## src/hdl/px_pkg.sv

```systemverilog
/*
	Shared types for the PX state control unit.
	Holds the cycle length class, the interrupt phase encoding
	and the system bus controller states.
	Modules import it with a wildcard inside their body and
	name the types with scoped names in their port lists.
*/

package px_pkg;

	// Strob1 delay class, chosen by the active state
	typedef enum logic {
		LEN_SHORT = 1'b0,	// Plain states
		LEN_LONG  = 1'b1	// WZ or P4 active, slower strob1
	} cyc_len_t;

	// Interrupt sequencer phases
	typedef enum logic [2:0] {
		I_IDLE = 3'd0,	// No interrupt in progress
		I_1    = 3'd1,	// Entry phase
		I_2    = 3'd2,	// Vector fetch
		I_3    = 3'd3,	// Decide save or restore
		I_4    = 3'd4,	// Context save
		I_5    = 3'd5	// Context restore
	} intr_phase_t;

	// System bus controller states
	typedef enum logic [1:0] {
		BUS_IDLE  = 2'd0,	// No request
		BUS_REQ   = 2'd1,	// zg high, waiting for ren_ or rok_
		BUS_DONE  = 2'd2,	// Acknowledge seen, bus_ok pulse
		BUS_ALARM = 2'd3	// Timeout, alarm and bus_ok pulse
	} bus_state_t;

endpackage

```

## src/hdl/px_state_regs.sv

```systemverilog
/*
	Main state flip-flops of the PX unit.
	Each state takes its enter input on the cyc_end cycle and holds
	for the whole next machine cycle. Outputs are active low.
	Also decodes the strob1 length class and whether the current
	state needs a system bus transfer.
*/

`timescale 1ns/1ps

module px_state_regs (
	input  logic              got,		// System clock
	input  logic              clo_,		// General clear
	input  logic              cyc_end,	// End of machine cycle
	input  logic              ek1,		// Enter K1
	input  logic              ek2,		// Enter K2
	input  logic              ewp,		// Enter WP
	input  logic              ewa,		// Enter WA
	input  logic              ewr,		// Enter WR
	input  logic              eww,		// Enter WW
	input  logic              ewz,		// Enter WZ
	input  logic              ep0,		// Enter P0
	input  logic              ep1,		// Enter P1
	input  logic              ep4,		// Enter P4
	output logic              k1_,
	output logic              k2_,
	output logic              wp_,
	output logic              wa_,
	output logic              wr_,
	output logic              ww_,
	output logic              wz_,
	output logic              p0_,
	output logic              p1_,
	output logic              p4_,
	output px_pkg::cyc_len_t  len_class,	// Strob1 delay class
	output logic              bus_need_st	// State wants the bus
);

	import px_pkg::*;

	logic k1, k2, wp, wa, wr, ww, wz, p0, p1, p4;	// State levels, active high

	always_ff @(posedge got or negedge clo_) begin
		if (!clo_) begin
			{k1, k2, wp, wa, wr, ww, wz, p1, p4} <= '0;
			p0 <= 1'b1;	// Machine comes up in P0
		end else if (cyc_end) begin
			{k1, k2, wp, wa, wr, ww, wz, p0, p1, p4} <=
				{ek1, ek2, ewp, ewa, ewr, eww, ewz, ep0, ep1, ep4};
		end
	end

	assign {k1_, k2_, wp_, wa_, wr_, ww_, wz_, p0_, p1_, p4_} =
		~{k1, k2, wp, wa, wr, ww, wz, p0, p1, p4};

	assign len_class   = (wz | p4) ? LEN_LONG : LEN_SHORT;	// Slow strob1 for WZ and P4
	assign bus_need_st = k1 | p1 | wr | ww;			// Memory access states

endmodule

```

## src/hdl/px_strobgen.sv

```systemverilog
/*
	Machine cycle timer.
	Produces strob1, strob2 and cyc_end as one-cycle pulses, counted in
	got cycles from cycle start. When a bus transfer is pending, strob2
	waits for bus_ok instead of the fixed delay. In step mode the cycle
	end is held until step_ is seen low at or after strob2.
*/

`timescale 1ns/1ps

module px_strobgen #(
	parameter int STROB1_SHORT = 2,	// Cycle start to strob1, short class
	parameter int STROB1_LONG  = 4,	// Cycle start to strob1, long class
	parameter int STROB2_TICKS = 2	// strob1 to strob2 without bus
) (
	input  logic              got,
	input  logic              clo_,
	input  logic              mode,		// High selects single step
	input  logic              step_,	// Step request, active low
	input  px_pkg::cyc_len_t  len_class,
	input  logic              bus_busy,	// Transfer requested
	input  logic              bus_ok,	// Transfer finished
	output logic              strob1,
	output logic              strob2,
	output logic              cyc_end
);

	import px_pkg::*;

	localparam int CNT_MAX = (STROB1_LONG > STROB1_SHORT) ?
		((STROB1_LONG > STROB2_TICKS) ? STROB1_LONG : STROB2_TICKS) :
		((STROB1_SHORT > STROB2_TICKS) ? STROB1_SHORT : STROB2_TICKS);
	localparam int CNT_W = $clog2(CNT_MAX + 1);

	typedef enum logic [1:0] {
		PH_S1   = 2'd0,	// Counting to strob1
		PH_S2   = 2'd1,	// Counting or waiting for strob2
		PH_STEP = 2'd2,	// Waiting for step_
		PH_END  = 2'd3	// cyc_end cycle
	} phase_t;

	phase_t           phase;
	logic [CNT_W-1:0] cnt;		// Cycles spent in current phase
	logic             bus_path;	// Latched at strob1, strob2 waits for bus_ok
	logic [CNT_W-1:0] s1_last;	// Last count before strob1
	logic             use_bus;
	logic             step_go;	// Cycle may end now

	assign s1_last = (len_class == LEN_LONG) ? CNT_W'(STROB1_LONG - 1) :
		CNT_W'(STROB1_SHORT - 1);
	assign use_bus = strob1 ? bus_busy : bus_path;	// bus_busy is fresh on strob1
	assign step_go = !mode || !step_;

	always_ff @(posedge got or negedge clo_) begin
		if (!clo_) begin
			phase    <= PH_S1;
			cnt      <= '0;
			bus_path <= 1'b0;
			strob1   <= 1'b0;
			strob2   <= 1'b0;
		end else begin
			strob1 <= 1'b0;
			strob2 <= 1'b0;
			if (strob1)
				bus_path <= bus_busy;
			case (phase)
				PH_S1: begin
					if (cnt == s1_last) begin
						strob1 <= 1'b1;
						phase  <= PH_S2;
						cnt    <= '0;
					end else begin
						cnt <= cnt + 1'b1;
					end
				end
				PH_S2: begin
					if (use_bus ? bus_ok : (cnt == CNT_W'(STROB2_TICKS - 1))) begin
						strob2 <= 1'b1;
						phase  <= PH_STEP;
					end else if (!use_bus) begin
						cnt <= cnt + 1'b1;
					end
				end
				PH_STEP: if (step_go) phase <= PH_END;	// strob2 cycle and after
				PH_END: begin
					phase <= PH_S1;	// Next cycle is cycle start
					cnt   <= '0;
				end
				default: phase <= PH_S1;
			endcase
		end
	end

	assign cyc_end = (phase == PH_END);

endmodule

```

## src/hdl/px_intr_seq.sv

```systemverilog
/*
	Interrupt phase sequencer, phases I1 to I5.
	One step per machine cycle, taken on cyc_end. si1 starts the
	sequence, przerw_ picks the vector fetch and lip picks between
	context save and restore. Phase outputs are active low.
*/

`timescale 1ns/1ps

module px_intr_seq (
	input  logic got,
	input  logic clo_,
	input  logic cyc_end,		// End of machine cycle
	input  logic si1,		// Start interrupt, set I1
	input  logic przerw_,		// Interrupt pending, fetch vector
	input  logic lip,		// Return from interrupt
	output logic i1_,
	output logic i2_,
	output logic i3_,
	output logic i4_,
	output logic i5_,
	output logic bus_need_i		// Phase needs a bus transfer
);

	import px_pkg::*;

	intr_phase_t phase;
	intr_phase_t phase_nxt;

	always_comb begin
		phase_nxt = phase;
		case (phase)
			I_IDLE: if (si1) phase_nxt = I_1;
			I_1:    phase_nxt = przerw_ ? I_3 : I_2;	// Skip fetch without przerw_
			I_2:    phase_nxt = I_3;
			I_3:    phase_nxt = lip ? I_5 : I_4;	// Restore on lip
			I_4:    phase_nxt = I_IDLE;
			I_5:    phase_nxt = I_IDLE;
			default: phase_nxt = I_IDLE;		// Unused codes fall back
		endcase
	end

	always_ff @(posedge got or negedge clo_) begin
		if (!clo_)
			phase <= I_IDLE;
		else if (cyc_end)
			phase <= phase_nxt;
	end

	// Active-low phase levels
	assign i1_ = (phase != I_1);
	assign i2_ = (phase != I_2);
	assign i3_ = (phase != I_3);
	assign i4_ = (phase != I_4);
	assign i5_ = (phase != I_5);

	// Vector fetch, save and restore all touch memory
	assign bus_need_i = (phase == I_2) || (phase == I_4) || (phase == I_5);

endmodule

```

## src/hdl/px_bus_ctl.sv

```systemverilog
/*
	System bus controller.
	On strob1 with a pending need it raises zg and waits for ren_ or
	rok_. An acknowledge or a timeout of ALARM_TICKS cycles ends the
	wait with a bus_ok pulse. A timeout also pulses alarm and latches
	awaria_ low until stop_ is pulled low or the unit is reset.
*/

`timescale 1ns/1ps

module px_bus_ctl #(
	parameter int ALARM_TICKS = 8	// Wait before alarm
) (
	input  logic got,
	input  logic clo_,
	input  logic strob1,
	input  logic bus_need_st,	// From state regs
	input  logic bus_need_i,	// From interrupt sequencer
	input  logic ren_,		// Acknowledge, memory present
	input  logic rok_,		// Acknowledge, transfer ok
	input  logic stop_,		// Clears failure latch
	output logic zg,		// Bus request
	output logic bus_busy,
	output logic bus_ok,
	output logic alarm,
	output logic awaria_		// Failure flag, active low
);

	import px_pkg::*;

	localparam int CNT_W = $clog2(ALARM_TICKS + 1);

	bus_state_t       state;
	logic [CNT_W-1:0] cnt;		// Cycles with zg high
	logic             need;
	logic             ack;
	logic             awaria;	// Failure latch, active high

	assign need = bus_need_st | bus_need_i;
	assign ack  = zg && (!ren_ || !rok_);	// Only counts while requesting

	always_ff @(posedge got or negedge clo_) begin
		if (!clo_) begin
			state <= BUS_IDLE;
			cnt   <= '0;
		end else begin
			case (state)
				BUS_IDLE: begin
					if (strob1 && need) begin
						state <= BUS_REQ;
						cnt   <= '0;
					end
				end
				BUS_REQ: begin
					if (ack)
						state <= BUS_DONE;	// Ack wins over timeout
					else if (cnt == CNT_W'(ALARM_TICKS - 1))
						state <= BUS_ALARM;
					else
						cnt <= cnt + 1'b1;
				end
				default: state <= BUS_IDLE;	// DONE and ALARM last one cycle
			endcase
		end
	end

	always_ff @(posedge got or negedge clo_) begin
		if (!clo_)
			awaria <= 1'b0;
		else if (!stop_)
			awaria <= 1'b0;
		else if (alarm)
			awaria <= 1'b1;
	end

	assign zg       = (state == BUS_REQ);
	assign bus_busy = (strob1 && need) || (state == BUS_REQ);
	assign bus_ok   = (state == BUS_DONE) || (state == BUS_ALARM);
	assign alarm    = (state == BUS_ALARM);
	assign awaria_  = ~awaria;

endmodule

```

## src/hdl/px.sv

```systemverilog
/*
	PX state control unit, top level.
	Ties together the state flip-flops, the machine cycle timer,
	the interrupt sequencer and the system bus controller, and sets
	the timing parameters that are passed down to them.
*/

`timescale 1ns/1ps

module px #(
	parameter int STROB1_SHORT = 2,	// Short class strob1 delay
	parameter int STROB1_LONG  = 4,	// Long class strob1 delay
	parameter int STROB2_TICKS = 2,	// strob1 to strob2 without bus
	parameter int ALARM_TICKS  = 8	// Acknowledge timeout
) (
	input  logic got,
	input  logic clo_,
	input  logic mode,
	input  logic step_,
	input  logic ek1,
	input  logic ek2,
	input  logic ewp,
	input  logic ewa,
	input  logic ewr,
	input  logic eww,
	input  logic ewz,
	input  logic ep0,
	input  logic ep1,
	input  logic ep4,
	input  logic si1,
	input  logic przerw_,
	input  logic lip,
	input  logic ren_,
	input  logic rok_,
	input  logic stop_,
	output logic k1_,
	output logic k2_,
	output logic wp_,
	output logic wa_,
	output logic wr_,
	output logic ww_,
	output logic wz_,
	output logic p0_,
	output logic p1_,
	output logic p4_,
	output logic i1_,
	output logic i2_,
	output logic i3_,
	output logic i4_,
	output logic i5_,
	output logic strob1,
	output logic strob2,
	output logic cyc_end,
	output logic zg,
	output logic alarm,
	output logic awaria_
);

	px_pkg::cyc_len_t len_class;	// State regs to timer
	logic bus_need_st;
	logic bus_need_i;
	logic bus_busy;			// Bus controller to timer
	logic bus_ok;

	px_state_regs u_state (
		.got(got), .clo_(clo_), .cyc_end(cyc_end),
		.ek1(ek1), .ek2(ek2), .ewp(ewp), .ewa(ewa), .ewr(ewr),
		.eww(eww), .ewz(ewz), .ep0(ep0), .ep1(ep1), .ep4(ep4),
		.k1_(k1_), .k2_(k2_), .wp_(wp_), .wa_(wa_), .wr_(wr_),
		.ww_(ww_), .wz_(wz_), .p0_(p0_), .p1_(p1_), .p4_(p4_),
		.len_class(len_class), .bus_need_st(bus_need_st)
	);

	px_strobgen #(
		.STROB1_SHORT(STROB1_SHORT),
		.STROB1_LONG(STROB1_LONG),
		.STROB2_TICKS(STROB2_TICKS)
	) u_strob (
		.got(got), .clo_(clo_), .mode(mode), .step_(step_),
		.len_class(len_class), .bus_busy(bus_busy), .bus_ok(bus_ok),
		.strob1(strob1), .strob2(strob2), .cyc_end(cyc_end)
	);

	px_intr_seq u_intr (
		.got(got), .clo_(clo_), .cyc_end(cyc_end),
		.si1(si1), .przerw_(przerw_), .lip(lip),
		.i1_(i1_), .i2_(i2_), .i3_(i3_), .i4_(i4_), .i5_(i5_),
		.bus_need_i(bus_need_i)
	);

	px_bus_ctl #(
		.ALARM_TICKS(ALARM_TICKS)
	) u_bus (
		.got(got), .clo_(clo_), .strob1(strob1),
		.bus_need_st(bus_need_st), .bus_need_i(bus_need_i),
		.ren_(ren_), .rok_(rok_), .stop_(stop_),
		.zg(zg), .bus_busy(bus_busy), .bus_ok(bus_ok),
		.alarm(alarm), .awaria_(awaria_)
	);

endmodule

```

## config.mk

```make
export PLATFORM = sky130hd
export DESIGN_NAME = px
export DESIGN_NICKNAME = d
export VERILOG_FILES = /design/src/hdl/px_pkg.sv /design/src/hdl/px_state_regs.sv /design/src/hdl/px_strobgen.sv /design/src/hdl/px_intr_seq.sv /design/src/hdl/px_bus_ctl.sv /design/src/hdl/px.sv
export SDC_FILE = /design/constraint.sdc
export NUM_CORES = 1
export LEC_CHECK = 0
export CAP_MARGIN = 20
export CORE_UTILIZATION = 50
export CTS_CLUSTER_DIAMETER = 150
export DETAILED_ROUTE_END_ITERATION = 8
export DONT_BUFFER_PORTS = 1
export MAX_ROUTING_LAYER = met4
export PLACE_DENSITY = 0.77
export SYNTH_ARGS = -nofsm -noshare
export SYNTH_HDL_FRONTEND = slang
export SYNTH_HIERARCHICAL = 1
export SYNTH_SLANG_ARGS = --single-unit
```

## constraint.sdc

```tcl
create_clock -name got -period 4.8 [get_ports got]
set_clock_uncertainty 0.1 [all_clocks]
set_input_delay 0.24 -clock got [delete_from_list [all_inputs] [get_ports got]]
set_output_delay 0.24 -clock got [all_outputs]
set_load 0.05 [all_outputs]
```

### Word-level counts from Yosys, hierarchy flattened

Index checks and enable logic that the tools add are counted.

| cells by class | value |
|---|---|
| mux-type cells | 30 |
| add/sub/neg operators | 2 |
| bitwise gates (word level) | 7 |
| equality and inequality tests | 30 |
| reduce and logical (&&, ||, !) cells | 22 |

Operators by type and width:

| kind | count |
|---|---|
| 2-to-1 mux 2 bit | 7 |
| 2-to-1 mux 3 bit | 4 |
| 2-to-1 mux 4 bit | 3 |
| one-hot mux 3 bit (4 select lines) | 1 |
| 2-to-1 mux 1 bit | 11 |
| != test 2 x 1 -> 1 bit (second input constant) | 5 |
| != test 2 bit (second input constant) | 5 |
| NOT 10 bit | 1 |
| != test 3 bit (second input constant) | 3 |
| one-hot mux 3 bit (3 select lines) | 1 |
| == test 2 bit (second input constant) | 4 |
| one-hot mux 2 bit (4 select lines) | 1 |
| one-hot mux 4 bit (2 select lines) | 1 |
| == test 3 x 1 -> 1 bit (second input constant) | 2 |
| == test 3 x 2 -> 1 bit (second input constant) | 2 |
| == test 3 bit (second input constant) | 2 |
| logical OR 1 bit | 6 |
| != test 3 x 2 -> 1 bit (second input constant) | 2 |
| AND reduction 3 bit | 2 |
| bitwise OR 1 bit | 5 |
| adder 4 x 1 -> 4 bit (second input constant) | 1 |
| == test 2 x 1 -> 1 bit (second input constant) | 2 |
| == test 4 x 3 -> 1 bit (second input constant) | 1 |
| logical NOT 1 bit | 4 |
| 12 further kinds | 15 |

| word-level totals | value |
|---|---|
| register bits | 28 |
| output and inout port bits | 21 |

### Depth between registers and ports, before layout

| logic depth | value |
|---|---|
| depth in word-level cells | 10 |
| depth in mapped cells | 10 |

### Cells and area by module

Netlist, hierarchy kept.

Modules (own cells, without submodules):

| module | instances | area an instance (um^2) | cells an instance |
|---|---|---|---|
| px_strobgen | 1 | 510.5 | 48 |
| px_state_regs | 1 | 420.4 | 33 |
| px_bus_ctl | 1 | 399.1 | 38 |
| px_intr_seq | 1 | 190.2 | 20 |

### Least setup slack after synthesis

Ideal clock, no wire load.

| timing | value |
|---|---|
| path kind | flip-flop to flip-flop |
| start | register u_intr.phase[1] |
| end | register u_strob.phase[1] |
| setup time | 0.128 ns |
| clock period less this slack | 2.472 ns |
| path slack | 2.328 ns |
| data arrival time | 2.245 ns |
| cell stages (with the launch flop) | 10 |
| path through | dfrtp_1 inv_2 or3_4 o21ai_0 o21ai_1 nand2_1 mux2i_2 mux2i_1 a221oi_2 mux2_1 |

| between the ends | value |
|---|---|
| cells in the longest elaborated chain, start to end | 10 |

RTL lines:

| element | line | RTL |
|---|---|---|
| start: declaration | px_intr_seq.sv:27 | `intr_phase_t phase;` |
| start signal: assignment | px_intr_seq.sv:47 | `phase <= phase_nxt;` |
| == test 3 x 2 -> 1 bit / == test 3 bit (equally long branches) | px_intr_seq.sv:58 | `assign bus_need_i = (phase == I_2) \|\| (phase == I_4) \|\| (phase == I_5);` |
| logical OR 1 bit | px_intr_seq.sv:58 |  |
| logical OR 1 bit (*) | px_intr_seq.sv:58 |  |
| named net bus_need_i | px.sv:61 | `logic bus_need_i;` |
| bitwise OR 1 bit (*) | px_bus_ctl.sv:39 | `assign need = bus_need_st \| bus_need_i;` |
| logical AND 1 bit (*) | px_bus_ctl.sv:77 | `assign bus_busy = (strob1 && need) \|\| (state == BUS_REQ);` |
| logical OR 1 bit (*) | px_bus_ctl.sv:77 |  |
| named net bus_busy | px.sv:62 | `logic bus_busy;` |
| 2-to-1 mux 1 bit (*) | px_strobgen.sv:51 | `assign use_bus = strob1 ? bus_busy : bus_path;` |
| 2-to-1 mux 1 bit (*) | px_strobgen.sv:77 | `if (use_bus ? bus_ok : (cnt == CNT_W'(STROB2_TICKS - 1))) begin` |
| != test 2 x 1 -> 1 bit (no line) (*) | - |  |
| AND reduction 3 bit (no line) (*) | - |  |
| end signal: assignment | px_strobgen.sv:56 | `phase <= PH_S1;` |
| end signal: assignment | px_strobgen.sv:79 | `phase <= PH_STEP;` |
| end signal: assignment | px_strobgen.sv:84 | `PH_STEP: if (step_go) phase <= PH_END;` |
| end: declaration | px_strobgen.sv:42 | `phase_t phase;` |

Mark *: on every way through the listed nets, which the timed path passes. The rest lies on a longest branch.
A chain may end at the register's enable or synchronous reset.

### Final worst setup path

Same ends and word-level chain as after synthesis.

==> results.sh <==
export IMPL_synth_async_sr_flop_share_pct=100
export IMPL_pwr_share_seq_pct=34.0
export IMPL_p_int_mw=0.655
export IMPL_antenna_cells=0
export IMPL_critical_path_slowest_cell="dfrtp_1"
export IMPL_ys_flop_type="dfrtp_1"
export IMPL_syn_avg_cell_area_um2=10.9
export IMPL_dp_cells=168
export IMPL_synth_top_cell_by_area="dfrtp_1"
export IMPL_synthSimpleGateAreaFrac_pct=15.3
export IMPL_start_util_pct=53.7
export IMPL_wl_per_cell_um=15.6
export IMPL_dpl_hpwl_um=2140
export IMPL_synthAdderAreaFrac_pct=6.58
export IMPL_grtUsageTotal_pct=20.2
export IMPL_htree_levels=1
export IMPL_finalCriticalPeriod_ns=2.75
export IMPL_slowest_delay_ns=0.47
export IMPL_nets=186
export IMPL_yosysUniqueCellTypes=47
export IMPL_tns_ns=0
export IMPL_core_region_area_mm2=0.00283
export IMPL_grt_max_degree=29
export IMPL_endpoint_kind="flip-flop"
export IMPL_cts_resized=0
export IMPL_grt_pass1_vias=1134
export IMPL_startpoint_type="flip-flop"
export IMPL_grt_pass1_wl_um=4980
export IMPL_drv_cap=0
export IMPL_slew_headroom_pct=60.0
export IMPL_ios=41
export IMPL_synth_xor_area_share_pct=0.576
export IMPL_clock_power_share_pct=11.7
export IMPL_rsz0062_at_grt="false"
export IMPL_cts_clk_slew_worst_paths_ns=0.15
export IMPL_critPathArrivalTime_ns=2.87
export IMPL_final_hold_violation_count=0
export IMPL_syn2layout_area_growth_pct=16.8
export IMPL_die_w_um=57.1
export IMPL_slew_viol_final=0
export IMPL_die_h_um=57.1
export IMPL_nFillCells=213
export IMPL_avgViaCountPerCell=5.77
export IMPL_p_sw_mw=0.642
export IMPL_grt_overflow_total=0
export IMPL_worstMarginPinSlew_ns=0.598
export IMPL_drtAntennaViolNets=0
export IMPL_sw_frac_of_total_pct=49.5
export IMPL_crit_path_max_fanout=6
export IMPL_synth_nets=167
export IMPL_drc=5
export IMPL_globalplace_congestion=0.915
export IMPL_clockRootBuffer="clkbuf_4"
export IMPL_max_clock_freq_ghz=0.363
export IMPL_synth_top_family_by_area="simple AND/OR/NAND/NOR gates"
export IMPL_cts_inserted_buffers=3
export IMPL_ys_warnings_count=6
export IMPL_synth_top_area_share_pct=44.4
export IMPL_vias=1085
export IMPL_violations="design-rule violations"
export IMPL_ys_seq_area_share_pct=46.2
export IMPL_multi_input_area_um2=726
export IMPL_netlist_top_cells_area="dfrtp_1, mux2_2, ha_1"
export IMPL_seq_area_um2=702
export IMPL_min_period_over_period_pct=57.4
export IMPL_layout_drive_gt1_share_pct=18.5
export IMPL_hold_class="input port to flip-flop"
export IMPL_netlist_area_mm2=0.00152
export IMPL_synth_edf_count=0
export IMPL_status="complete, but fails checks"
export IMPL_antenna_found_initial=0
export IMPL_cts_max_path_buffers=2
export IMPL_ir_drop_v=0.000327
export IMPL_dieArea_mm2=0.00326
export IMPL_rows=19
export IMPL_power_density_mw_per_mm2=730
export IMPL_port_buffers=0
export IMPL_synthMuxAreaShare_pct=13.1
export IMPL_synthCells=139
export IMPL_setup_viol_count_final=0
export IMPL_ys_ff_latch=28
export IMPL_worstPathCellList="inv_2 > or3_4 > o21ai_0 > o21ai_1 > nand2_1 > mux2i_2 > mux2i_1 > a221oi_2 > mux2_1"
export IMPL_synth_compound_area_share_pct=12.2
export IMPL_drt_first_iter_violations=81
export IMPL_stdcell_count=188
export IMPL_cts_tree="done"
export IMPL_combPwrFrac_pct=54.4
export IMPL_firstDrtPassIters=6
export IMPL_cts_sinks=28
export IMPL_cp_data_required_time_ns=4.92
export IMPL_clock_latency_ns=0.32
export IMPL_drt_total_wl_um=2920
export IMPL_leakagePower_nw=0.874
export IMPL_path_class="flip-flop to flip-flop"
cell usage after synthesis, drive strengths merged, types with 3 or more instances:
cell type,n
a22o,3
dfrtp,27
ha,8
inv,21
mux2,12
mux2i,6
nand2,3
nand3,5
nor2,9
o21ai,8
or3,3
power groups by stage:
stage,Sequential [mW],Combinational (mW),Clock (mW)
3_3_place_gp,0.434,0.662,0
4_1_cts,0.438,0.707,0.158
6_report,0.440,0.705,0.152
5_1_grt,0.455,0.759,0.165
2_1_floorplan,0.413,0.620,0
3_5_place_dp,0.445,0.688,0
metal layers:
| layer | GRT usage [%] | part of all wire [%] | vias up |
|---|---|---|---|
| met4 | 6.27 | 0.82 | 0 |
| li1 | - | - | 521 |
| met5 | - | 0 | - |
| met1 | 23.8 | 41 | 545 |
| met2 | 35.6 | 54 | 17 |
| met3 | 2.95 | 3.4 | 2 |
path summary, 6_finish.rpt:
kind	end	slack, ns	start	cells after the start
setup / recovery	u_strob/phase[1]$_DFFE_PN0P_	2.05	u_intr/phase[1]$_DFFE_PN0P_	9
hold / removal	u_bus/state[0]$_DFFE_PN0P_	0.03	ren_	2
setup reg to reg	u_strob/phase[1]$_DFFE_PN0P_	2.05	u_intr/phase[1]$_DFFE_PN0P_	9
hold reg to reg	u_bus/awaria$_DFFE_PN0P_	0.41	u_bus/awaria$_DFFE_PN0P_	1
max in group asynchronous	u_state/p0$_DFFE_PN1P_	4.14	clo_	2
min in group asynchronous	u_bus/state[0]$_DFFE_PN0P_	0.24	clo_	2
final cells by class:
cell class | instances | area share [%]
clock inverter | 1 | 1.69
sequential | 28 | 39.5
clock buffer | 3 | 1.27
inverter | 21 | 4.44
multi-input combinational | 87 | 40.9
timing repair buffer | 17 | 10.0
tap | 31 | 2.18
kinds of logic (layout without fill, tap and decap cells):
family	count (synthesis)	count (layout)
and+or+nand+nor	37	37
DFF	28	28
buffers and inverters	24	42
AOI/OAI and AO/OA	23	23
muxes	18	18
adders and majority gates	8	8
xor gates and xnor gates	1	1
metrics by stage:
stage	worst slack (ns)	power (mW)	util, %	area (µm²)	hold WS [ns]
after global placement	2.20	1.10	54.9	1550	-0.155
after CTS	2.06	1.30	62.8	1780	0.0153
after detailed placement	2.07	1.13	54.9	1550	-0.155
after global routing	1.85	1.38	62.8	1780	0.0114
final	2.05	1.30	62.8	1780	0.0288
after floorplan	2.33	1.03	-	1520	-0.156
worst max-delay path: cells and delay by family, from the launching register on:
kind,cells,cell delay [ns]
mux,3,0.75
buf+inv,1,0.13
simple gates,2,0.36
compound gates,3,0.84
flops,1,0.47
cells in the final DEF, fill, tap and decap left out, drive strengths merged, types with 2 or more instances in the layout:
cell	count
a22o	3
and2	2
and3b	2
buf	2
clkbuf	3
dfrtp	27
dlygate4sd3	15
ha	8
inv	21
mux2	12
mux2i	6
nand2	3
nand2b	2
nand3	5
nor2	9
nor2b	2
o21ai	8
or2	2
or3	3
state kept, by name, summed over array words and instances, names as in the netlist:
register,count
u_bus/awaria,1
u_bus/cnt,4
u_bus/state,2
u_intr/phase,3
u_state/k1,1
u_state/k2,1
u_state/p0,1
u_state/p1,1
u_state/p4,1
u_state/wa,1
u_state/wp,1
u_state/wr,1
u_state/ww,1
u_state/wz,1
u_strob/bus_path,1
u_strob/cnt,3
u_strob/phase,2
u_strob/strob1,1
u_strob/strob2,1
what timing repair did:
item	in CTS	in global routing
hold endpoints to repair	41	0
hold buffers	16	0
setup buffers	0	0
No activity file was read; power rests on OpenSTA's default activity.
